==> config.mk <==
export PLATFORM = sky130hd
export DESIGN_NAME = fp_pend_top
export DESIGN_NICKNAME = d
export VERILOG_FILES = /design/src/rtl/fp_ctrl_pkg.sv /design/src/rtl/fp_types_pkg.sv /design/src/rtl/fp_issue_if.sv /design/src/rtl/fp_result_if.sv /design/src/rtl/fp_exec_unit.sv /design/src/rtl/fp_fflags_csr.sv /design/src/rtl/fp_pend_queue.sv /design/src/rtl/fp_pend_top.sv
export VERILOG_INCLUDE_DIRS = /design/src /design/src/rtl
export SDC_FILE = /design/constraint.sdc
export NUM_CORES = 1
export LEC_CHECK = 0
export BUFFER_PORTS_ARGS = -buffer_cell sky130_fd_sc_hd__buf_2
export CORE_MARGIN = 8
export CORE_UTILIZATION = 56
export DETAILED_ROUTE_END_ITERATION = 6
export PLACE_DENSITY = 0.85
export REMOVE_ABC_BUFFERS = 1
export SLEW_MARGIN = 25
export SYNTH_ARGS = -nofsm -noshare
export SYNTH_HDL_FRONTEND = slang
export SYNTH_HIERARCHICAL = 1
export SYNTH_SLANG_ARGS = --single-unit
export TNS_END_PERCENT = 50
==> constraint.sdc <==
create_clock -name clk_i -period 2.9 [get_ports clk_i]
set_clock_uncertainty 0.1 [all_clocks]
set_input_delay 0 -clock clk_i [delete_from_list [all_inputs] [get_ports clk_i]]
set_output_delay 0 -clock clk_i [all_outputs]
set_load 0.01 [all_outputs]
==> src/rtl/fp_pend_cfg.svh <==
`ifndef FP_PEND_CFG_SVH
`define FP_PEND_CFG_SVH

// Queue depth, entries in flight
`define FP_PEND_ENTRIES 8
// Tag space twice the depth, live tags never collide
`define FP_PEND_TAG_W 4
// Min/max lane depth
`define FP_SLOW_STAGES 3
`define FP_RETIRE_CNT_W 16 // Retire counter width

`endif

==> src/rtl/fp_ctrl_pkg.sv <==
`include "fp_pend_cfg.svh"

package fp_ctrl_pkg;

    // Supported operations
    typedef enum logic [2:0] {
        OP_FSGNJ,  // Copy b sign
        OP_FSGNJN, // Inverted b sign
        OP_FSGNJX, // Xor of signs
        OP_FMIN,
        OP_FMAX
    } fp_op_e;

    typedef logic [$clog2(`FP_PEND_ENTRIES)-1:0] ptr_t; // Head and tail
    typedef logic [$clog2(`FP_PEND_ENTRIES):0] num_t; // Occupancy, one bit wider

endpackage

==> src/rtl/fp_types_pkg.sv <==
`include "fp_pend_cfg.svh"

package fp_types_pkg;

    // Single precision operand or result
    typedef logic [31:0] fp32_t;

    // Exception flags, NV DZ OF UF NX from msb down
    typedef logic [4:0] fflags_t;

    typedef logic [`FP_PEND_TAG_W-1:0] tag_t; // Op tag, wraps
    typedef logic [`FP_RETIRE_CNT_W-1:0] retire_cnt_t; // Retired op count

endpackage

==> src/rtl/fp_issue_if.sv <==
`timescale 1ns/10ps

interface fp_issue_if;
    import fp_types_pkg::*;
    import fp_ctrl_pkg::*;

    logic   valid; // High only in accept cycles
    fp_op_e op;
    fp32_t  a;
    fp32_t  b;
    tag_t   tag;   // Tag given by the queue

    // No ready, exec unit takes one op per cycle
    modport src  (output valid, op, a, b, tag);
    modport sink (input  valid, op, a, b, tag);

endinterface

==> src/rtl/fp_result_if.sv <==
`timescale 1ns/10ps

interface fp_result_if;
    import fp_types_pkg::*;

    // Sign injection lane
    logic    fast_valid;
    tag_t    fast_tag;
    fp32_t   fast_data;
    fflags_t fast_flags;

    // Min/max lane
    logic    slow_valid;
    tag_t    slow_tag;
    fp32_t   slow_data;
    fflags_t slow_flags;

    modport src  (output fast_valid, fast_tag, fast_data, fast_flags,
                  output slow_valid, slow_tag, slow_data, slow_flags);
    modport sink (input  fast_valid, fast_tag, fast_data, fast_flags,
                  input  slow_valid, slow_tag, slow_data, slow_flags);

endinterface

==> src/rtl/fp_exec_unit.sv <==
`timescale 1ns/10ps
`include "fp_pend_cfg.svh"

module fp_exec_unit (
    input  logic      clk_i,
    input  logic      rstn_i,
    input  logic      flush_i, // Kills min/max ops in flight
    fp_issue_if.sink  issue,
    fp_result_if.src  result
);
    import fp_types_pkg::*;
    import fp_ctrl_pkg::*;

    localparam fp32_t CANON_NAN = 32'h7fc00000;

    function automatic logic is_nan(input fp32_t x);
        is_nan = (x[30:23] == 8'hff) && (x[22:0] != '0);
    endfunction

    // Quiet bit clear on a NaN
    function automatic logic is_snan(input fp32_t x);
        is_snan = is_nan(x) && !x[22];
    endfunction

    function automatic fp32_t min_max(input fp32_t a, input fp32_t b, input logic is_max);
        logic a_lt_b;
        if (a[31] != b[31])
            a_lt_b = a[31];                 // Negative side lower, -0 below +0
        else if (a[31])
            a_lt_b = a[30:0] > b[30:0];     // Both negative, larger magnitude lower
        else
            a_lt_b = a[30:0] < b[30:0];
        if (is_nan(a) && is_nan(b))
            min_max = CANON_NAN;
        else if (is_nan(a))
            min_max = b;                    // Other operand wins
        else if (is_nan(b))
            min_max = a;
        else
            min_max = (a_lt_b ^ is_max) ? a : b;
    endfunction

    logic    fast_vld;
    tag_t    fast_tag;
    fp32_t   fast_res;
    logic    sgn;

    logic    slow_vld [`FP_SLOW_STAGES];
    tag_t    slow_tag [`FP_SLOW_STAGES];
    fp32_t   slow_res [`FP_SLOW_STAGES];
    fflags_t slow_flg [`FP_SLOW_STAGES];

    logic    is_slow;
    logic    is_fast;

    assign is_slow = (issue.op == OP_FMIN) || (issue.op == OP_FMAX);
    assign is_fast = !is_slow;

    // Injected sign, magnitude always from a
    always_comb begin
        case (issue.op)
            OP_FSGNJN: sgn = ~issue.b[31];
            OP_FSGNJX: sgn = issue.a[31] ^ issue.b[31];
            default:   sgn = issue.b[31];
        endcase
    end

    // Lane valids
    always_ff @(posedge clk_i or negedge rstn_i) begin
        if (!rstn_i) begin
            fast_vld <= 1'b0;
            for (int s = 0; s < `FP_SLOW_STAGES; s++) slow_vld[s] <= 1'b0;
        end else if (flush_i) begin
            fast_vld <= 1'b0;
            for (int s = 0; s < `FP_SLOW_STAGES; s++) slow_vld[s] <= 1'b0;
        end else begin
            fast_vld    <= issue.valid & is_fast;
            slow_vld[0] <= issue.valid & is_slow;
            for (int s = 1; s < `FP_SLOW_STAGES; s++) slow_vld[s] <= slow_vld[s-1];
        end
    end

    // Lane payload, result computed at stage 0 then carried
    always_ff @(posedge clk_i) begin
        fast_tag    <= issue.tag;
        fast_res    <= {sgn, issue.a[30:0]};
        slow_tag[0] <= issue.tag;
        slow_res[0] <= min_max(issue.a, issue.b, issue.op == OP_FMAX);
        slow_flg[0] <= {is_snan(issue.a) | is_snan(issue.b), 4'b0000}; // NV only
        for (int s = 1; s < `FP_SLOW_STAGES; s++) begin
            slow_tag[s] <= slow_tag[s-1];
            slow_res[s] <= slow_res[s-1];
            slow_flg[s] <= slow_flg[s-1];
        end
    end

    assign result.fast_valid = fast_vld;
    assign result.fast_tag   = fast_tag;
    assign result.fast_data  = fast_res;
    assign result.fast_flags = '0; // Sign injection never raises
    assign result.slow_valid = slow_vld[`FP_SLOW_STAGES-1];
    assign result.slow_tag   = slow_tag[`FP_SLOW_STAGES-1];
    assign result.slow_data  = slow_res[`FP_SLOW_STAGES-1];
    assign result.slow_flags = slow_flg[`FP_SLOW_STAGES-1];

endmodule

==> src/rtl/fp_fflags_csr.sv <==
`timescale 1ns/10ps

module fp_fflags_csr (
    input  logic                      clk_i,
    input  logic                      rstn_i,
    input  logic                      head_valid_i,   // Head entry done
    input  fp_types_pkg::fflags_t     head_flags_i,
    input  logic                      out_ready_i,
    input  logic                      fflags_clr_i,   // Clear sticky flags
    output logic                      advance_head_o, // Output handshake
    output fp_types_pkg::fflags_t     fflags_o,
    output fp_types_pkg::retire_cnt_t retired_o
);
    import fp_types_pkg::*;

    fflags_t     sticky;
    retire_cnt_t retire_cnt;

    // Retire on valid and ready
    assign advance_head_o = head_valid_i & out_ready_i;

    always_ff @(posedge clk_i or negedge rstn_i) begin
        if (!rstn_i) begin
            sticky     <= '0;
            retire_cnt <= '0;
        end else begin
            if (fflags_clr_i)
                sticky <= advance_head_o ? head_flags_i : '0; // Same cycle retire survives
            else if (advance_head_o)
                sticky <= sticky | head_flags_i;
            if (advance_head_o)
                retire_cnt <= retire_cnt + retire_cnt_t'(1);
        end
    end

    assign fflags_o  = sticky;
    assign retired_o = retire_cnt;

endmodule

==> src/rtl/fp_pend_queue.sv <==
`timescale 1ns/10ps
`include "fp_pend_cfg.svh"

module fp_pend_queue (
    input  logic                 clk_i,
    input  logic                 rstn_i,
    input  logic                 flush_i,        // Drop all entries
    input  logic                 in_valid_i,
    input  fp_ctrl_pkg::fp_op_e  in_op_i,
    input  fp_types_pkg::fp32_t  in_a_i,
    input  fp_types_pkg::fp32_t  in_b_i,
    output logic                 in_ready_o,
    output fp_types_pkg::tag_t   in_tag_o,       // Tag of the next accepted op
    fp_issue_if.src              issue,
    fp_result_if.sink            result,
    input  logic                 advance_head_i, // Head retires this cycle
    output logic                 head_valid_o,
    output fp_types_pkg::tag_t   head_tag_o,
    output fp_types_pkg::fp32_t  head_data_o,
    output fp_types_pkg::fflags_t head_flags_o
);
    import fp_types_pkg::*;
    import fp_ctrl_pkg::*;

    localparam num_t MAX_NUM = `FP_PEND_ENTRIES;

    // Entry tables, payload only
    tag_t    tag_tbl  [`FP_PEND_ENTRIES];
    fp32_t   data_tbl [`FP_PEND_ENTRIES];
    fflags_t flag_tbl [`FP_PEND_ENTRIES];
    logic    done_tbl [`FP_PEND_ENTRIES]; // Result written back

    ptr_t head;    // Oldest entry
    ptr_t tail;    // Next free entry
    num_t num;     // Entries in use
    tag_t tag_cnt; // Low bits track tail

    logic write_en;
    logic advance_en;

    // Full means all entries used, no early margin
    assign in_ready_o = (num < MAX_NUM) & rstn_i & ~flush_i;
    assign write_en   = in_valid_i & in_ready_o;
    assign advance_en = advance_head_i & (num != '0); // Never pop an empty queue
    assign in_tag_o   = tag_cnt;

    // Forward accepted op to the lanes in the same cycle
    assign issue.valid = write_en;
    assign issue.op    = in_op_i;
    assign issue.a     = in_a_i;
    assign issue.b     = in_b_i;
    assign issue.tag   = tag_cnt;

    always_ff @(posedge clk_i) begin
        if (write_en) begin
            tag_tbl[tail]  <= tag_cnt;
            done_tbl[tail] <= 1'b0; // Waits for its lane
        end
        // Both lanes may finish together, each hits its own entry
        for (int j = 0; j < `FP_PEND_ENTRIES; j++) begin
            if (result.fast_valid && (tag_tbl[j] == result.fast_tag)) begin
                done_tbl[j] <= 1'b1;
                data_tbl[j] <= result.fast_data;
                flag_tbl[j] <= result.fast_flags;
            end
            if (result.slow_valid && (tag_tbl[j] == result.slow_tag)) begin
                done_tbl[j] <= 1'b1;
                data_tbl[j] <= result.slow_data;
                flag_tbl[j] <= result.slow_flags;
            end
        end
    end

    // Pointers and tag counter
    always_ff @(posedge clk_i or negedge rstn_i) begin
        if (!rstn_i) begin
            head    <= '0;
            tail    <= '0;
            num     <= '0;
            tag_cnt <= '0;
        end else if (flush_i) begin
            head    <= '0; // Tags restart at zero
            tail    <= '0;
            num     <= '0;
            tag_cnt <= '0;
        end else begin
            head    <= head + ptr_t'(advance_en);
            tail    <= tail + ptr_t'(write_en);
            num     <= num + num_t'(write_en) - num_t'(advance_en); // Accept and retire cancel
            tag_cnt <= tag_cnt + tag_t'(write_en);
        end
    end

    // Head shown only once done, stable until popped
    assign head_valid_o = (num != '0) & done_tbl[head];
    assign head_tag_o   = head_valid_o ? tag_tbl[head]  : '0;
    assign head_data_o  = head_valid_o ? data_tbl[head] : '0;
    assign head_flags_o = head_valid_o ? flag_tbl[head] : '0;

endmodule

==> src/rtl/fp_pend_top.sv <==
`timescale 1ns/10ps

module fp_pend_top (
    input  logic                      clk_i,
    input  logic                      rstn_i,
    input  logic                      flush_i,

    // Issue side
    input  logic                      in_valid_i,
    input  fp_ctrl_pkg::fp_op_e       in_op_i,
    input  fp_types_pkg::fp32_t       in_a_i,
    input  fp_types_pkg::fp32_t       in_b_i,
    output logic                      in_ready_o,
    output fp_types_pkg::tag_t        in_tag_o,

    // Retire side
    input  logic                      out_ready_i,
    output logic                      out_valid_o,
    output fp_types_pkg::tag_t        out_tag_o,
    output fp_types_pkg::fp32_t       out_data_o,
    output fp_types_pkg::fflags_t     out_flags_o,

    // Flags and count
    input  logic                      fflags_clr_i,
    output fp_types_pkg::fflags_t     fflags_o,
    output fp_types_pkg::retire_cnt_t retired_o
);

    logic advance_head; // From the output handshake

    fp_issue_if  issue_bus ();
    fp_result_if result_bus ();

    fp_pend_queue u_queue (
        .clk_i          (clk_i),
        .rstn_i         (rstn_i),
        .flush_i        (flush_i),
        .in_valid_i     (in_valid_i),
        .in_op_i        (in_op_i),
        .in_a_i         (in_a_i),
        .in_b_i         (in_b_i),
        .in_ready_o     (in_ready_o),
        .in_tag_o       (in_tag_o),
        .issue          (issue_bus.src),
        .result         (result_bus.sink),
        .advance_head_i (advance_head),
        .head_valid_o   (out_valid_o), // Head drives the output port directly
        .head_tag_o     (out_tag_o),
        .head_data_o    (out_data_o),
        .head_flags_o   (out_flags_o)
    );

    fp_exec_unit u_exec (
        .clk_i   (clk_i),
        .rstn_i  (rstn_i),
        .flush_i (flush_i),
        .issue   (issue_bus.sink),
        .result  (result_bus.src)
    );

    fp_fflags_csr u_csr (
        .clk_i          (clk_i),
        .rstn_i         (rstn_i),
        .head_valid_i   (out_valid_o),
        .head_flags_i   (out_flags_o),
        .out_ready_i    (out_ready_i),
        .fflags_clr_i   (fflags_clr_i),
        .advance_head_o (advance_head),
        .fflags_o       (fflags_o),
        .retired_o      (retired_o)
    );

endmodule

==> metrics.txt, run 1 <==
# TYPE chip_impl_metric gauge
chip_impl_metric{name="gp_congestion",unit=""} 0.835
chip_impl_info{name="layout.cells.most_common",value="sky130_fd_sc_hd__edfxtp_1"} 1
chip_impl_metric{name="critical_path.max_fanout",unit=""} 25
chip_impl_metric{name="maxClockFrequency",unit="MHz"} 349
chip_impl_metric{name="placed_area",unit="um2"} 25100
chip_impl_metric{name="synth_area",unit="um2"} 24500
chip_impl_metric{name="number_of_ports_placed_on_the_die_boundary",unit=""} 141
chip_impl_metric{name="ys_seq_elements",unit=""} 518
chip_impl_metric{name="cts.reportedPaths.clkPinSlew",unit="ns"} 0.06
chip_impl_metric{name="timing.slew.headroom",unit=""} 0.464
chip_impl_metric{name="power.total",unit="uW"} 16100
chip_impl_metric{name="cts.sinks",unit=""} 518
chip_impl_metric{name="number_of_stages_on_the_worst_hold_path",unit=""} 2
chip_impl_metric{name="number_of_detailed_route_iterations_in_the_first_pass",unit=""} 5
chip_impl_metric{name="yosysUniqueCellTypes",unit=""} 62
chip_impl_info{name="mostFrequentLayoutCells",value="sky130_fd_sc_hd__edfxtp_1 (328), sky130_fd_sc_hd__mux2_2 (235), sky130_fd_sc_hd__dfxtp_1 (151)"} 1
chip_impl_metric{name="fp.dieW",unit="um"} 225
chip_impl_metric{name="syn2layout_area_growth",unit="%"} 13.6
chip_impl_metric{name="tns",unit="ns"} 0
chip_impl_metric{name="synthArstFlopShare",unit=""} 0.0753
chip_impl_metric{name="remaining_drc_errors",unit=""} 0
chip_impl_metric{name="portion_of_the_clock_cycle_consumed_by_the_worst_path_in_the_final_layout",unit=""} 0.989
chip_impl_metric{name="yosys_warnings",unit=""} 6
chip_impl_info{name="timing.critical_path.to_type",value="flop"} 1
chip_impl_info{name="worst-setup-path-type",value="in2reg"} 1
chip_impl_info{name="worst_path_dominant_cell_family",value="compound AO/OA/AOI/OAI gates"} 1
chip_impl_metric{name="drtAntennaViolNets",unit=""} 0
chip_impl_metric{name="clkLatencyLatePin",unit="ns"} 0.61
chip_impl_metric{name="grt_pass1_vias",unit=""} 15400
chip_impl_metric{name="critPathMaxStageDelay",unit="ns"} 0.54
chip_impl_info{name="critical_path.most_common_cell",value="sky130_fd_sc_hd__a21oi_1"} 1
chip_impl_metric{name="ctsHtreeMaxLevel",unit=""} 2
chip_impl_metric{name="synth_seq_area_share",unit=""} 0.565
chip_impl_metric{name="critical_path_buf_inv_count",unit=""} 3
chip_impl_metric{name="route.detailed.vias_per_inst",unit=""} 6.09
chip_impl_info{name="cts.root.buffer_cell",value="sky130_fd_sc_hd__clkbuf_16"} 1
chip_impl_metric{name="yosys.area.top_type_share",unit=""} 0.402
chip_impl_metric{name="hold_viol_final",unit=""} 0
chip_impl_metric{name="cts-buffers-inserted",unit=""} 52
chip_impl_metric{name="maxSlewViolCount",unit=""} 0
chip_impl_metric{name="antenna_cell_count",unit=""} 0
chip_impl_metric{name="detail_route.iter0.violations",unit=""} 1581
chip_impl_metric{name="maxCapViolations",unit=""} 0
chip_impl_metric{name="utilization_after_layout",unit=""} 0.645
chip_impl_metric{name="synth_edf_count",unit=""} 328
chip_impl_metric{name="floorplan.rows",unit=""} 76
chip_impl_metric{name="grt_first_pass_wirelength",unit="mm"} 93.3
chip_impl_metric{name="die_span_in_y",unit="um"} 225
chip_impl_info{name="netlist_top_cells_area",value="sky130_fd_sc_hd__edfxtp_1 (40%), sky130_fd_sc_hd__dfxtp_1 (12%), sky130_fd_sc_hd__mux2_2 (11%)"} 1
chip_impl_info{name="worst_path_max_delay_cell",value="sky130_fd_sc_hd__dlygate4sd3_1"} 1
chip_impl_info{name="crit_chain",value="dlygate4sd3_1 > buf_2 > ha_1 > a21oi_1 > o21ai_0 > a21oi_1 > a21oi_1 > o21a_1 > o31ai_2 > nand3_1 > buf_12 > a32o_1"} 1
chip_impl_metric{name="final_design_area_no_fill",unit="um2"} 27900
chip_impl_metric{name="crit_required",unit="ns"} 3.30
chip_impl_info{name="dominantRegCellSynth",value="sky130_fd_sc_hd__edfxtp_1"} 1
chip_impl_metric{name="detailedPlace.worstSlack",unit="ns"} 0.106
chip_impl_metric{name="syn_avg_cell_area",unit="um2"} 14.9
chip_impl_metric{name="place.detailed.hpwl",unit="mm"} 35.8
chip_impl_metric{name="logic_depth_of_the_worst_path_buffers_included",unit=""} 12
chip_impl_metric{name="fp.coreArea",unit="um2"} 43200
chip_impl_metric{name="wl_per_cell",unit="um"} 25.8
chip_impl_metric{name="worst_pin_slew",unit="ns"} 0.796
chip_impl_info{name="synthDominantAreaCellType",value="sky130_fd_sc_hd__edfxtp_1"} 1
chip_impl_metric{name="initial_utilization",unit=""} 0.568
chip_impl_metric{name="detailroute.via_count",unit=""} 14700
chip_impl_metric{name="timing.reg2reg.setup_slack",unit="ns"} 0.14
chip_impl_metric{name="finalSetupViolCount",unit=""} 0
chip_impl_metric{name="io_buffer_count",unit=""} 140
chip_impl_metric{name="nNetsFinal",unit=""} 1902
chip_impl_metric{name="depth_of_the_worst_register_to_register_path",unit=""} 10
chip_impl_metric{name="gr-usage-all-layers",unit=""} 0.241
chip_impl_metric{name="pin_count_of_the_biggest_net_entering_global_routing",unit=""} 77
chip_impl_metric{name="grt_antenna_before_repair",unit=""} 1
chip_impl_info{name="worstHoldPathType",value="in2reg"} 1
chip_impl_metric{name="leakagePower",unit="uW"} 0.0101
chip_impl_metric{name="ir_drop",unit="mV"} 0.464
chip_impl_info{name="cts_tree",value="built"} 1
chip_impl_metric{name="clockBufferDepth",unit=""} 3
chip_impl_metric{name="totalWireLength",unit="mm"} 62.3
chip_impl_metric{name="global_route.overflow_total",unit=""} 0
chip_impl_metric{name="postLayoutSetupSlackWorst",unit="ns"} 0.0312
chip_impl_metric{name="dieArea",unit="um2"} 50800
chip_impl_metric{name="final.min_clock_period",unit="ns"} 2.87
chip_impl_metric{name="netlist_instances",unit=""} 1645
chip_impl_metric{name="power_per_cell_area",unit="nW/um2"} 578
chip_impl_metric{name="fraction_of_layout_cells_with_a_size_suffix_above_1",unit=""} 0.343
chip_impl_metric{name="crit_arrival",unit="ns"} 3.27
chip_impl_info{name="worst_setup_path_start_kind",value="input port"} 1
chip_impl_info{name="outcome",value="completed"} 1
[cell type report]
| type | count | area [um2] |
|---|---|---|
| fill | 2953 | 15300 |
| clock inverter | 19 | 194 |
| sequential | 518 | 13900 |
| tap | 585 | 732 |
| timing repair buffer | 284 | 2270 |
| inverter | 50 | 188 |
| multi-input combinational | 881 | 9070 |
| clock buffer | 78 | 1550 |
[per-layer routing]
metal,GRT usage,routed length [um],up-vias
li1,-,-,6320
met1,0.313,23900,7386
met2,0.405,30500,869
met3,0.0454,6060,138
met4,0.0809,1810,2
met5,0,13,-
[Yosys cell counts (3+ instances only)]
cell,n
sky130_fd_sc_hd__a22oi_1,6
sky130_fd_sc_hd__buf_6,21
sky130_fd_sc_hd__ha_1,41
sky130_fd_sc_hd__mux4_2,83
sky130_fd_sc_hd__dfxtp_1,151
sky130_fd_sc_hd__nor3b_1,3
sky130_fd_sc_hd__a32o_1,24
sky130_fd_sc_hd__nand3b_1,8
sky130_fd_sc_hd__buf_4,143
sky130_fd_sc_hd__nor4_1,12
sky130_fd_sc_hd__nor2b_1,9
sky130_fd_sc_hd__o21ai_0,18
sky130_fd_sc_hd__nor4_4,8
sky130_fd_sc_hd__a21oi_1,15
sky130_fd_sc_hd__xor2_1,58
sky130_fd_sc_hd__nand2_1,31
sky130_fd_sc_hd__nor3_1,13
sky130_fd_sc_hd__nand2b_1,10
sky130_fd_sc_hd__mux2i_1,44
sky130_fd_sc_hd__mux2_1,63
sky130_fd_sc_hd__buf_2,26
sky130_fd_sc_hd__dfrtp_1,39
sky130_fd_sc_hd__and2_1,24
sky130_fd_sc_hd__edfxtp_1,328
sky130_fd_sc_hd__mux2_2,235
sky130_fd_sc_hd__nor2_1,64
sky130_fd_sc_hd__xnor2_1,29
sky130_fd_sc_hd__nand4_1,17
sky130_fd_sc_hd__nand3_1,16
sky130_fd_sc_hd__clkbuf_1,13
sky130_fd_sc_hd__inv_1,49
[cell families after synthesis]
kind of cell / count (synthesis) / synth area share
flip-flops: 518 / 0.565
adder cells (fa/ha/maj): 42 / 0.0217
XOR/XNOR: 87 / 0.0311
other: 1 / 0.000153
AO/OA/AOI/OAI: 85 / 0.0262
multiplexers: 425 / 0.231
buffers and inverters: 255 / 0.0687
AND/OR/NAND/NOR: 232 / 0.0568
[path summary, 6_finish.rpt]
kind / from / endpoint
min reg2reg: u_exec/slow_res[0][56] / u_exec/slow_res[0][88]
max in group asynchronous: rstn_i / u_queue/head[1]
min: in_a_i[1] / u_exec/result.fast_data[1]
min in group asynchronous: rstn_i / u_csr/retired_o[12]
max reg2reg: u_queue/head[1] / u_queue/num[1]
max: in_a_i[10] / u_exec/slow_res[0][10]
[per-stage QoR]
step	hold slack, ns	cells
after floorplan	-0.396	1448
after global placement	-0.00588	2221
after detailed placement	0.00114	2221
after CTS	0.000462	2412
after global routing	0.0249	2415
final	0.0213	2415
[sequential cells by signal (all words and copies together) (netlist names), 2 cells and up]
signal                   count
u_exec/slow_res             96
u_exec/slow_tag              9
u_exec/slow_vld              2
u_queue/data_tbl           256
u_queue/num                  4
u_queue/in_tag_o             4
u_csr/retired_o             16
u_queue/tail                 3
u_queue/head                 3
u_csr/fflags_o               5
u_queue/tag_tbl             32
u_queue/flag_tbl            40
u_exec/result.fast_tag       3
u_queue/done_tbl             8
u_exec/slow_flg              3
u_exec/result.fast_data     32
[where the power goes]
group	total, uW	switching, uW	leakage, uW	internal [uW]
logic	926	450	0.00451	476
registers	8380	280	0.00474	8100
clock network	6780	2870	0.000859	3910
[what timing repair did]
item | 4_1_cts | 5_1_grt
pin swaps | 0 | 2
setup buffers | 0 | 1
setup endpoints to repair | 33 | 39
hold buffers | 94 | 0
hold endpoints to repair | 143 | 0
gates resized for setup | 4 | 4
gates cloned | 0 | 2
(Power assumes the default switching activity.)
==> run 2: changes to the inputs <==
- CORE_ASPECT_RATIO: not set -> 0.8
==> metrics.txt, run 2 (synthesis results as in run 1) <==
# TYPE chip_impl_metric gauge
chip_impl_metric{name="gp_congestion",unit=""} 0.877
chip_impl_metric{name="crit_required",unit="ns"} 3.27
chip_impl_info{name="critical_path.most_common_cell",value="sky130_fd_sc_hd__a21oi_1"} 1
chip_impl_metric{name="finalNonFillerCells",unit=""} 2367
chip_impl_metric{name="cts_setup_buffers",unit=""} 0
chip_impl_metric{name="floorplan.rows",unit=""} 68
chip_impl_metric{name="utilization_after_layout",unit=""} 0.639
chip_impl_metric{name="nNetsFinal",unit=""} 1882
chip_impl_metric{name="final.min_clock_period",unit="ns"} 2.86
chip_impl_metric{name="place.detailed.hpwl",unit="mm"} 35.7
chip_impl_metric{name="fin_worst_hold_slack",unit="ns"} 0.0218
chip_impl_metric{name="ctsHtreeMaxLevel",unit=""} 2
chip_impl_info{name="worst_setup_path_start_kind",value="input port"} 1
chip_impl_info{name="worst_path_dominant_cell_family",value="compound AO/OA/AOI/OAI gates"} 1
chip_impl_metric{name="depth_of_the_worst_register_to_register_path",unit=""} 10
chip_impl_metric{name="placed_cells_incl_taps",unit=""} 2194
chip_impl_metric{name="grt_first_pass_wirelength",unit="mm"} 91.6
chip_impl_info{name="hold_path_startpoint",value="in_a_i[30]"} 1
chip_impl_metric{name="ir_drop",unit="mV"} 0.457
chip_impl_metric{name="io_buffer_count",unit=""} 140
chip_impl_metric{name="timing.slew.headroom",unit=""} 0.349
chip_impl_metric{name="fp.dieW",unit="um"} 250
chip_impl_metric{name="global_route.overflow_total",unit=""} 0
chip_impl_metric{name="filler_cell_count",unit=""} 2970
chip_impl_info{name="worst_path_max_delay_cell",value="sky130_fd_sc_hd__dlygate4sd3_1"} 1
chip_impl_info{name="crit_chain",value="dlygate4sd3_1 > buf_2 > inv_1 > ha_1 > a21oi_1 > a21oi_1 > o31ai_1 > a21oi_1 > o21a_1 > or4_4 > a21bo_4 > a32o_1"} 1
chip_impl_info{name="cts.root.buffer_cell",value="sky130_fd_sc_hd__clkbuf_16"} 1
chip_impl_metric{name="placed_area",unit="um2"} 25100
chip_impl_info{name="worstHoldPathType",value="in2reg"} 1
chip_impl_metric{name="pin_count_of_the_biggest_net_entering_global_routing",unit=""} 51
chip_impl_metric{name="largest_register_ffs",unit=""} 256
chip_impl_metric{name="gr-usage-all-layers",unit=""} 0.233
chip_impl_metric{name="totalWireLength",unit="mm"} 60.5
chip_impl_info{name="largest_register",value="u_queue/data_tbl"} 1
chip_impl_metric{name="tns",unit="ns"} 0
chip_impl_metric{name="cts.sinks",unit=""} 518
chip_impl_metric{name="fraction_of_layout_cells_with_a_size_suffix_above_1",unit=""} 0.343
chip_impl_metric{name="dieArea",unit="um2"} 50800
chip_impl_info{name="hold_path_end",value="u_exec/result.fast_data[30]"} 1
chip_impl_metric{name="portion_of_the_clock_cycle_consumed_by_the_worst_path_in_the_final_layout",unit=""} 0.985
chip_impl_metric{name="maxClockFrequency",unit="MHz"} 350
chip_impl_metric{name="initial_utilization",unit=""} 0.568
chip_impl_info{name="cts_tree",value="built"} 1
chip_impl_metric{name="grt_pass1_vias",unit=""} 15200
chip_impl_info{name="rsz0062_at_grt",value="yes"} 1
chip_impl_metric{name="crit_arrival",unit="ns"} 3.23
chip_impl_metric{name="power_per_cell_area",unit="nW/um2"} 573
chip_impl_metric{name="number_of_stages_on_the_worst_hold_path",unit=""} 2
chip_impl_metric{name="detailroute.via_count",unit=""} 14400
chip_impl_info{name="mostFrequentLayoutCells",value="sky130_fd_sc_hd__edfxtp_1 (328), sky130_fd_sc_hd__mux2_2 (235), sky130_fd_sc_hd__dfxtp_1 (151)"} 1
chip_impl_metric{name="critical_path.max_fanout",unit=""} 16
chip_impl_metric{name="drtAntennaViolNets",unit=""} 0
chip_impl_info{name="worst-setup-path-type",value="in2reg"} 1
chip_impl_metric{name="route.detailed.vias_per_inst",unit=""} 6.07
chip_impl_metric{name="detail_route.iter0.violations",unit=""} 1423
chip_impl_info{name="layout_top_registers",value="u_queue/data_tbl: 256 flops, u_exec/slow_res: 96 flops, u_queue/flag_tbl: 40 flops"} 1
chip_impl_metric{name="wl_per_cell",unit="um"} 25.6
chip_impl_metric{name="cts-buffers-inserted",unit=""} 48
chip_impl_metric{name="leakagePower",unit="uW"} 0.0100
chip_impl_metric{name="maxCapViolations",unit=""} 0
chip_impl_info{name="timing.critical_path.to_type",value="flop"} 1
chip_impl_metric{name="grt_antenna_before_repair",unit=""} 0
chip_impl_metric{name="fp.coreArea",unit="um2"} 43200
chip_impl_info{name="end_of_the_worst_register_to_register_path",value="u_queue/num[1]"} 1
chip_impl_metric{name="number_of_detailed_route_iterations_in_the_first_pass",unit=""} 5
chip_impl_metric{name="clkLatencyLatePin",unit="ns"} 0.59
chip_impl_metric{name="critPathMaxStageDelay",unit="ns"} 0.54
chip_impl_metric{name="hold_viol_final",unit=""} 0
chip_impl_metric{name="remaining_drc_errors",unit=""} 0
chip_impl_metric{name="number_of_ports_placed_on_the_die_boundary",unit=""} 141
chip_impl_metric{name="die_span_in_y",unit="um"} 203
chip_impl_info{name="crit-reg2reg-launch",value="u_queue/head[1]"} 1
chip_impl_metric{name="antenna_cell_count",unit=""} 0
chip_impl_metric{name="finalSetupViolCount",unit=""} 0
chip_impl_info{name="layout.cells.most_common",value="sky130_fd_sc_hd__edfxtp_1"} 1
chip_impl_metric{name="cts.reportedPaths.clkPinSlew",unit="ns"} 0.07
chip_impl_metric{name="timing.reg2reg.setup_slack",unit="ns"} 0.08
chip_impl_metric{name="final_design_area_no_fill",unit="um2"} 27600
chip_impl_metric{name="syn2layout_area_growth",unit="%"} 12.7
chip_impl_metric{name="worst_pin_slew",unit="ns"} 0.977
chip_impl_metric{name="critical_path_buf_inv_count",unit=""} 3
chip_impl_metric{name="maxSlewViolCount",unit=""} 0
chip_impl_metric{name="clockBufferDepth",unit=""} 3
chip_impl_info{name="outcome",value="completed"} 1
==> run 2: cell count changes in the layout (fill, tap and decap cells not counted), moves of 2 or more <==
| cell | change |
|---|---|
| sky130_fd_sc_hd__clkbuf_1 | -2 |
| sky130_fd_sc_hd__inv_4 | -2 |
| sky130_fd_sc_hd__buf_4 | -6 |
| sky130_fd_sc_hd__clkbuf_16 | -2 |
| sky130_fd_sc_hd__clkinvlp_4 | -2 |
| sky130_fd_sc_hd__buf_12 | +3 |
| sky130_fd_sc_hd__dlygate4sd3_1 | -12 |
==> run 2: timing repair <==
item                                    CTS  global route
gates cloned                              0             1
resized for setup                         4             7
endpoints found under the setup margin    7            31
hold buffers                             82             0
pin swaps                                 0             1
endpoints found under the hold margin   140             0
==> run 2: final cells by class <==
| type | instances | area [um2] | share of cell area |
|---|---|---|---|
| repair buffers | 268 | 2120 | 0.0767 |
| clock buffers | 75 | 1510 | 0.0547 |
| well taps | 560 | 701 | 0.0254 |
| inverters | 50 | 188 | 0.00679 |
| multi-input cells | 881 | 9090 | 0.329 |
| flip-flops and latches | 518 | 13900 | 0.501 |
| clock inverters | 15 | 166 | 0.00602 |
==> run 2: metal layers <==
metal	track usage	share of wire	vias up
met5	0	0	-
met4	0.0818	0.030	0
met3	0.0539	0.091	121
met2	0.372	0.47	693
met1	0.314	0.41	7288
li1	-	-	6277
==> run 2: power by group <==
part | leakage, uW | switching [uW] | internal (uW)
logic | 0.00445 | 432 | 461
registers | 0.00474 | 273 | 8100
clock network | 0.000830 | 2780 | 3800
==> run 2: worst max-delay path by stage <==
| stage | from | endpoint | slack, ns | cells after the start |
|---|---|---|---|---|
| 6_report | in_b_i[2] | u_exec/slow_res[0][20] | 0.04 | 12 |
| 5_1_grt | u_queue/head[1] | out_data_o[10] | -0.01 | 6 |
| 4_1_cts | u_queue/head[1] | u_queue/num[2] | 0.05 | 11 |
| 3_5_place_dp | u_queue/head[1] | u_queue/num[2] | 0.07 | 11 |
| 3_3_place_gp | u_queue/head[1] | u_queue/num[2] | 0.13 | 11 |
| 2_1_floorplan | u_queue/head[0] | u_queue/num[1] | -3.08 | 9 |
==> run 2: metrics by stage <==
stage / setup WS [ns] / power, uW
floorplan: -3.08 / 8890
global placement: 0.128 / 9220
detailed placement: 0.0665 / 9270
CTS: 0.0518 / 15900
global route: -0.0144 / 16300
finish: 0.0427 / 15800
==> run 3: changes to the inputs <==
- GPL_TIMING_DRIVEN: not set -> 0
==> metrics.txt, run 3 (synthesis results as in run 1) <==
# TYPE chip_impl_metric gauge
chip_impl_metric{name="critPathMaxStageDelay",unit="ns"} 0.52
chip_impl_metric{name="route.detailed.vias_per_inst",unit=""} 6.27
chip_impl_metric{name="global_route.overflow_total",unit=""} 0
chip_impl_metric{name="remaining_drc_errors",unit=""} 0
chip_impl_metric{name="detailroute.via_count",unit=""} 15100
chip_impl_metric{name="grt_first_pass_wirelength",unit="mm"} 99.6
chip_impl_info{name="crit_chain",value="dlygate4sd3_1 > buf_2 > ha_1 > nand4_1 > inv_1 > a21oi_2 > a21oi_1 > o21a_1 > or4_4 > a21bo_4 > a32o_1"} 1
chip_impl_info{name="mostFrequentLayoutCells",value="sky130_fd_sc_hd__edfxtp_1 (328), sky130_fd_sc_hd__mux2_2 (235), sky130_fd_sc_hd__dfxtp_1 (147)"} 1
chip_impl_metric{name="fp.dieW",unit="um"} 250
chip_impl_metric{name="timing.slew.headroom",unit=""} 0.392
chip_impl_metric{name="placed_cells_incl_taps",unit=""} 2206
chip_impl_info{name="worst_setup_path_start_kind",value="input port"} 1
chip_impl_metric{name="filler_cell_count",unit=""} 2820
chip_impl_info{name="layout_top_registers",value="u_queue/data_tbl: 256 flops, u_exec/slow_res: 96 flops, u_queue/flag_tbl: 40 flops"} 1
chip_impl_metric{name="largest_register_ffs",unit=""} 256
chip_impl_metric{name="gp_congestion",unit=""} 0.822
chip_impl_metric{name="detail_route.iter0.violations",unit=""} 1719
chip_impl_info{name="layout.cells.most_common",value="sky130_fd_sc_hd__edfxtp_1"} 1
chip_impl_metric{name="cts.sinks",unit=""} 518
chip_impl_metric{name="cts.reportedPaths.clkPinSlew",unit="ns"} 0.07
chip_impl_metric{name="critical_path_buf_inv_count",unit=""} 3
chip_impl_metric{name="finalNonFillerCells",unit=""} 2405
chip_impl_metric{name="fp.coreArea",unit="um2"} 43200
chip_impl_metric{name="clockBufferDepth",unit=""} 3
chip_impl_metric{name="crit_required",unit="ns"} 3.27
chip_impl_metric{name="ctsHtreeMaxLevel",unit=""} 2
chip_impl_metric{name="maxClockFrequency",unit="MHz"} 345
chip_impl_info{name="worst-setup-path-type",value="in2reg"} 1
chip_impl_metric{name="grt_antenna_before_repair",unit=""} 1
chip_impl_metric{name="io_buffer_count",unit=""} 140
chip_impl_metric{name="maxCapViolations",unit=""} 0
chip_impl_metric{name="portion_of_the_clock_cycle_consumed_by_the_worst_path_in_the_final_layout",unit=""} 0.999
chip_impl_metric{name="crit_arrival",unit="ns"} 3.26
chip_impl_metric{name="ir_drop",unit="mV"} 0.630
chip_impl_metric{name="worst_pin_slew",unit="ns"} 0.905
chip_impl_metric{name="gr-usage-all-layers",unit=""} 0.256
chip_impl_metric{name="number_of_detailed_route_iterations_in_the_first_pass",unit=""} 5
chip_impl_info{name="rsz0062_at_grt",value="yes"} 1
chip_impl_metric{name="leakagePower",unit="uW"} 0.0103
chip_impl_metric{name="nNetsFinal",unit=""} 1919
chip_impl_info{name="hold_path_end",value="u_exec/result.fast_data[6]"} 1
chip_impl_metric{name="wl_per_cell",unit="um"} 27.7
chip_impl_metric{name="final.min_clock_period",unit="ns"} 2.90
chip_impl_metric{name="maxSlewViolCount",unit=""} 0
chip_impl_metric{name="timing.reg2reg.setup_slack",unit="ns"} 0.02
chip_impl_metric{name="place.detailed.hpwl",unit="mm"} 39.7
chip_impl_metric{name="die_span_in_y",unit="um"} 203
chip_impl_metric{name="pin_count_of_the_biggest_net_entering_global_routing",unit=""} 42
chip_impl_info{name="worstHoldPathType",value="in2reg"} 1
chip_impl_metric{name="hold_viol_final",unit=""} 0
chip_impl_info{name="hold_path_startpoint",value="in_a_i[6]"} 1
chip_impl_info{name="cts.root.buffer_cell",value="sky130_fd_sc_hd__clkbuf_16"} 1
chip_impl_metric{name="tns",unit="ns"} 0
chip_impl_metric{name="syn2layout_area_growth",unit="%"} 15.4
chip_impl_metric{name="number_of_stages_on_the_worst_hold_path",unit=""} 2
chip_impl_info{name="crit-reg2reg-launch",value="u_queue/tag_tbl[2][0]"} 1
chip_impl_metric{name="initial_utilization",unit=""} 0.568
chip_impl_info{name="worst_path_dominant_cell_family",value="compound AO/OA/AOI/OAI gates"} 1
chip_impl_metric{name="fraction_of_layout_cells_with_a_size_suffix_above_1",unit=""} 0.364
chip_impl_metric{name="clkLatencyLatePin",unit="ns"} 0.59
chip_impl_metric{name="depth_of_the_worst_register_to_register_path",unit=""} 6
chip_impl_info{name="cts_tree",value="built"} 1
chip_impl_info{name="end_of_the_worst_register_to_register_path",value="u_queue/data_tbl[2][18]"} 1
chip_impl_info{name="outcome",value="completed"} 1
chip_impl_info{name="timing.critical_path.to_type",value="flop"} 1
chip_impl_metric{name="drtAntennaViolNets",unit=""} 0
chip_impl_info{name="largest_register",value="u_queue/data_tbl"} 1
chip_impl_metric{name="totalWireLength",unit="mm"} 66.7
chip_impl_metric{name="floorplan.rows",unit=""} 68
chip_impl_metric{name="grt_pass1_vias",unit=""} 15800
chip_impl_metric{name="power_per_cell_area",unit="nW/um2"} 568
chip_impl_metric{name="dieArea",unit="um2"} 50800
chip_impl_metric{name="finalSetupViolCount",unit=""} 0
chip_impl_metric{name="number_of_ports_placed_on_the_die_boundary",unit=""} 141
chip_impl_metric{name="cts-buffers-inserted",unit=""} 48
chip_impl_info{name="worst_path_max_delay_cell",value="sky130_fd_sc_hd__dlygate4sd3_1"} 1
chip_impl_metric{name="critical_path.max_fanout",unit=""} 32
run 3: cell types whose count changed in the layout (fill, tap and decap cells not counted), moves of 5 or more:
cell                        change
sky130_fd_sc_hd__nand2b_2       -6
sky130_fd_sc_hd__buf_12        -10
sky130_fd_sc_hd__nand2b_4       +6
sky130_fd_sc_hd__buf_6          +8
sky130_fd_sc_hd__buf_16         +8
sky130_fd_sc_hd__buf_4         +21
sky130_fd_sc_hd__bufbuf_16      +5
run 3: worst max-delay path by stage:
stage / startpoint / to / slack (ns) / depth (start not counted)
finish: in_a_i[13] / u_exec/slow_res[0][22] / 0.004 / 11
global route: u_queue/head[0] / out_data_o[8] / -0.04 / 7
CTS: u_queue/head[1] / u_queue/num[2] / -0.07 / 13
detailed placement: u_queue/head[1] / u_queue/num[2] / -1.47 / 13
global placement: u_queue/head[0] / u_queue/num[2] / -5.67 / 10
floorplan: u_queue/head[0] / u_queue/num[1] / -3.08 / 9
run 3: worst register-to-register path, cell delays in order, from the launching register on:
cell and delay (ns):
sky130_fd_sc_hd__edfxtp_1 0.47, sky130_fd_sc_hd__xor2_1 0.23, sky130_fd_sc_hd__nor4_4 0.84, sky130_fd_sc_hd__buf_6 0.27, sky130_fd_sc_hd__buf_4 0.21, sky130_fd_sc_hd__buf_6 0.18, sky130_fd_sc_hd__mux2_2 0.35
run 3: final cells by class:
cell class | count | area [um2] | area share
clock inverters | 23 | 290 | 0.0103
multi-input cells | 881 | 9210 | 0.326
inverters | 50 | 190 | 0.00672
well taps | 560 | 701 | 0.0248
repair buffers | 305 | 2620 | 0.0925
diodes | 1 | 2.50 | 0.0000884
clock buffers | 67 | 1420 | 0.0501
flip-flops and latches | 518 | 13900 | 0.490
run 3: report_power, final:
group | switching [uW] | internal (uW)
Clock | 2880 | 3890
Combinational | 466 | 475
Sequential | 273 | 8100
Total | 3620 | 12500
run 3: layer usage:
| layer | routed length (um) | part of all wire | vias to the layer above | global-route usage |
|---|---|---|---|---|
| met5 | 0 | 0 | - | 0 |
| met4 | 2040 | 0.031 | 0 | 0.0805 |
| met3 | 6970 | 0.10 | 148 | 0.0545 |
| met2 | 31700 | 0.48 | 942 | 0.424 |
| li1 | - | - | 6367 | - |
| met1 | 26000 | 0.39 | 7611 | 0.339 |
run 3: metrics by stage:
stage               area (um2)  utilization  power [uW]  setup slack, ns  hold slack (ns)
floorplan                23100            -        8890            -3.08           -0.396
global placement         24500        0.566        9180            -5.67           0.0517
detailed placement       25300        0.585        9270            -1.47           0.0536
CTS                      28200        0.652       16000          -0.0740          0.00315
global route             28300        0.655       16500          -0.0434           0.0163
finish                   28300        0.655       16100          0.00421           0.0323
run 3: timing repair:
action	CTS	global route
endpoints found under the setup margin	158	60
setup buffers	10	6
pin swaps	6	3
gates resized for setup	21	10
hold endpoints to repair	141	39
gates cloned	6	0
hold buffers	85	2
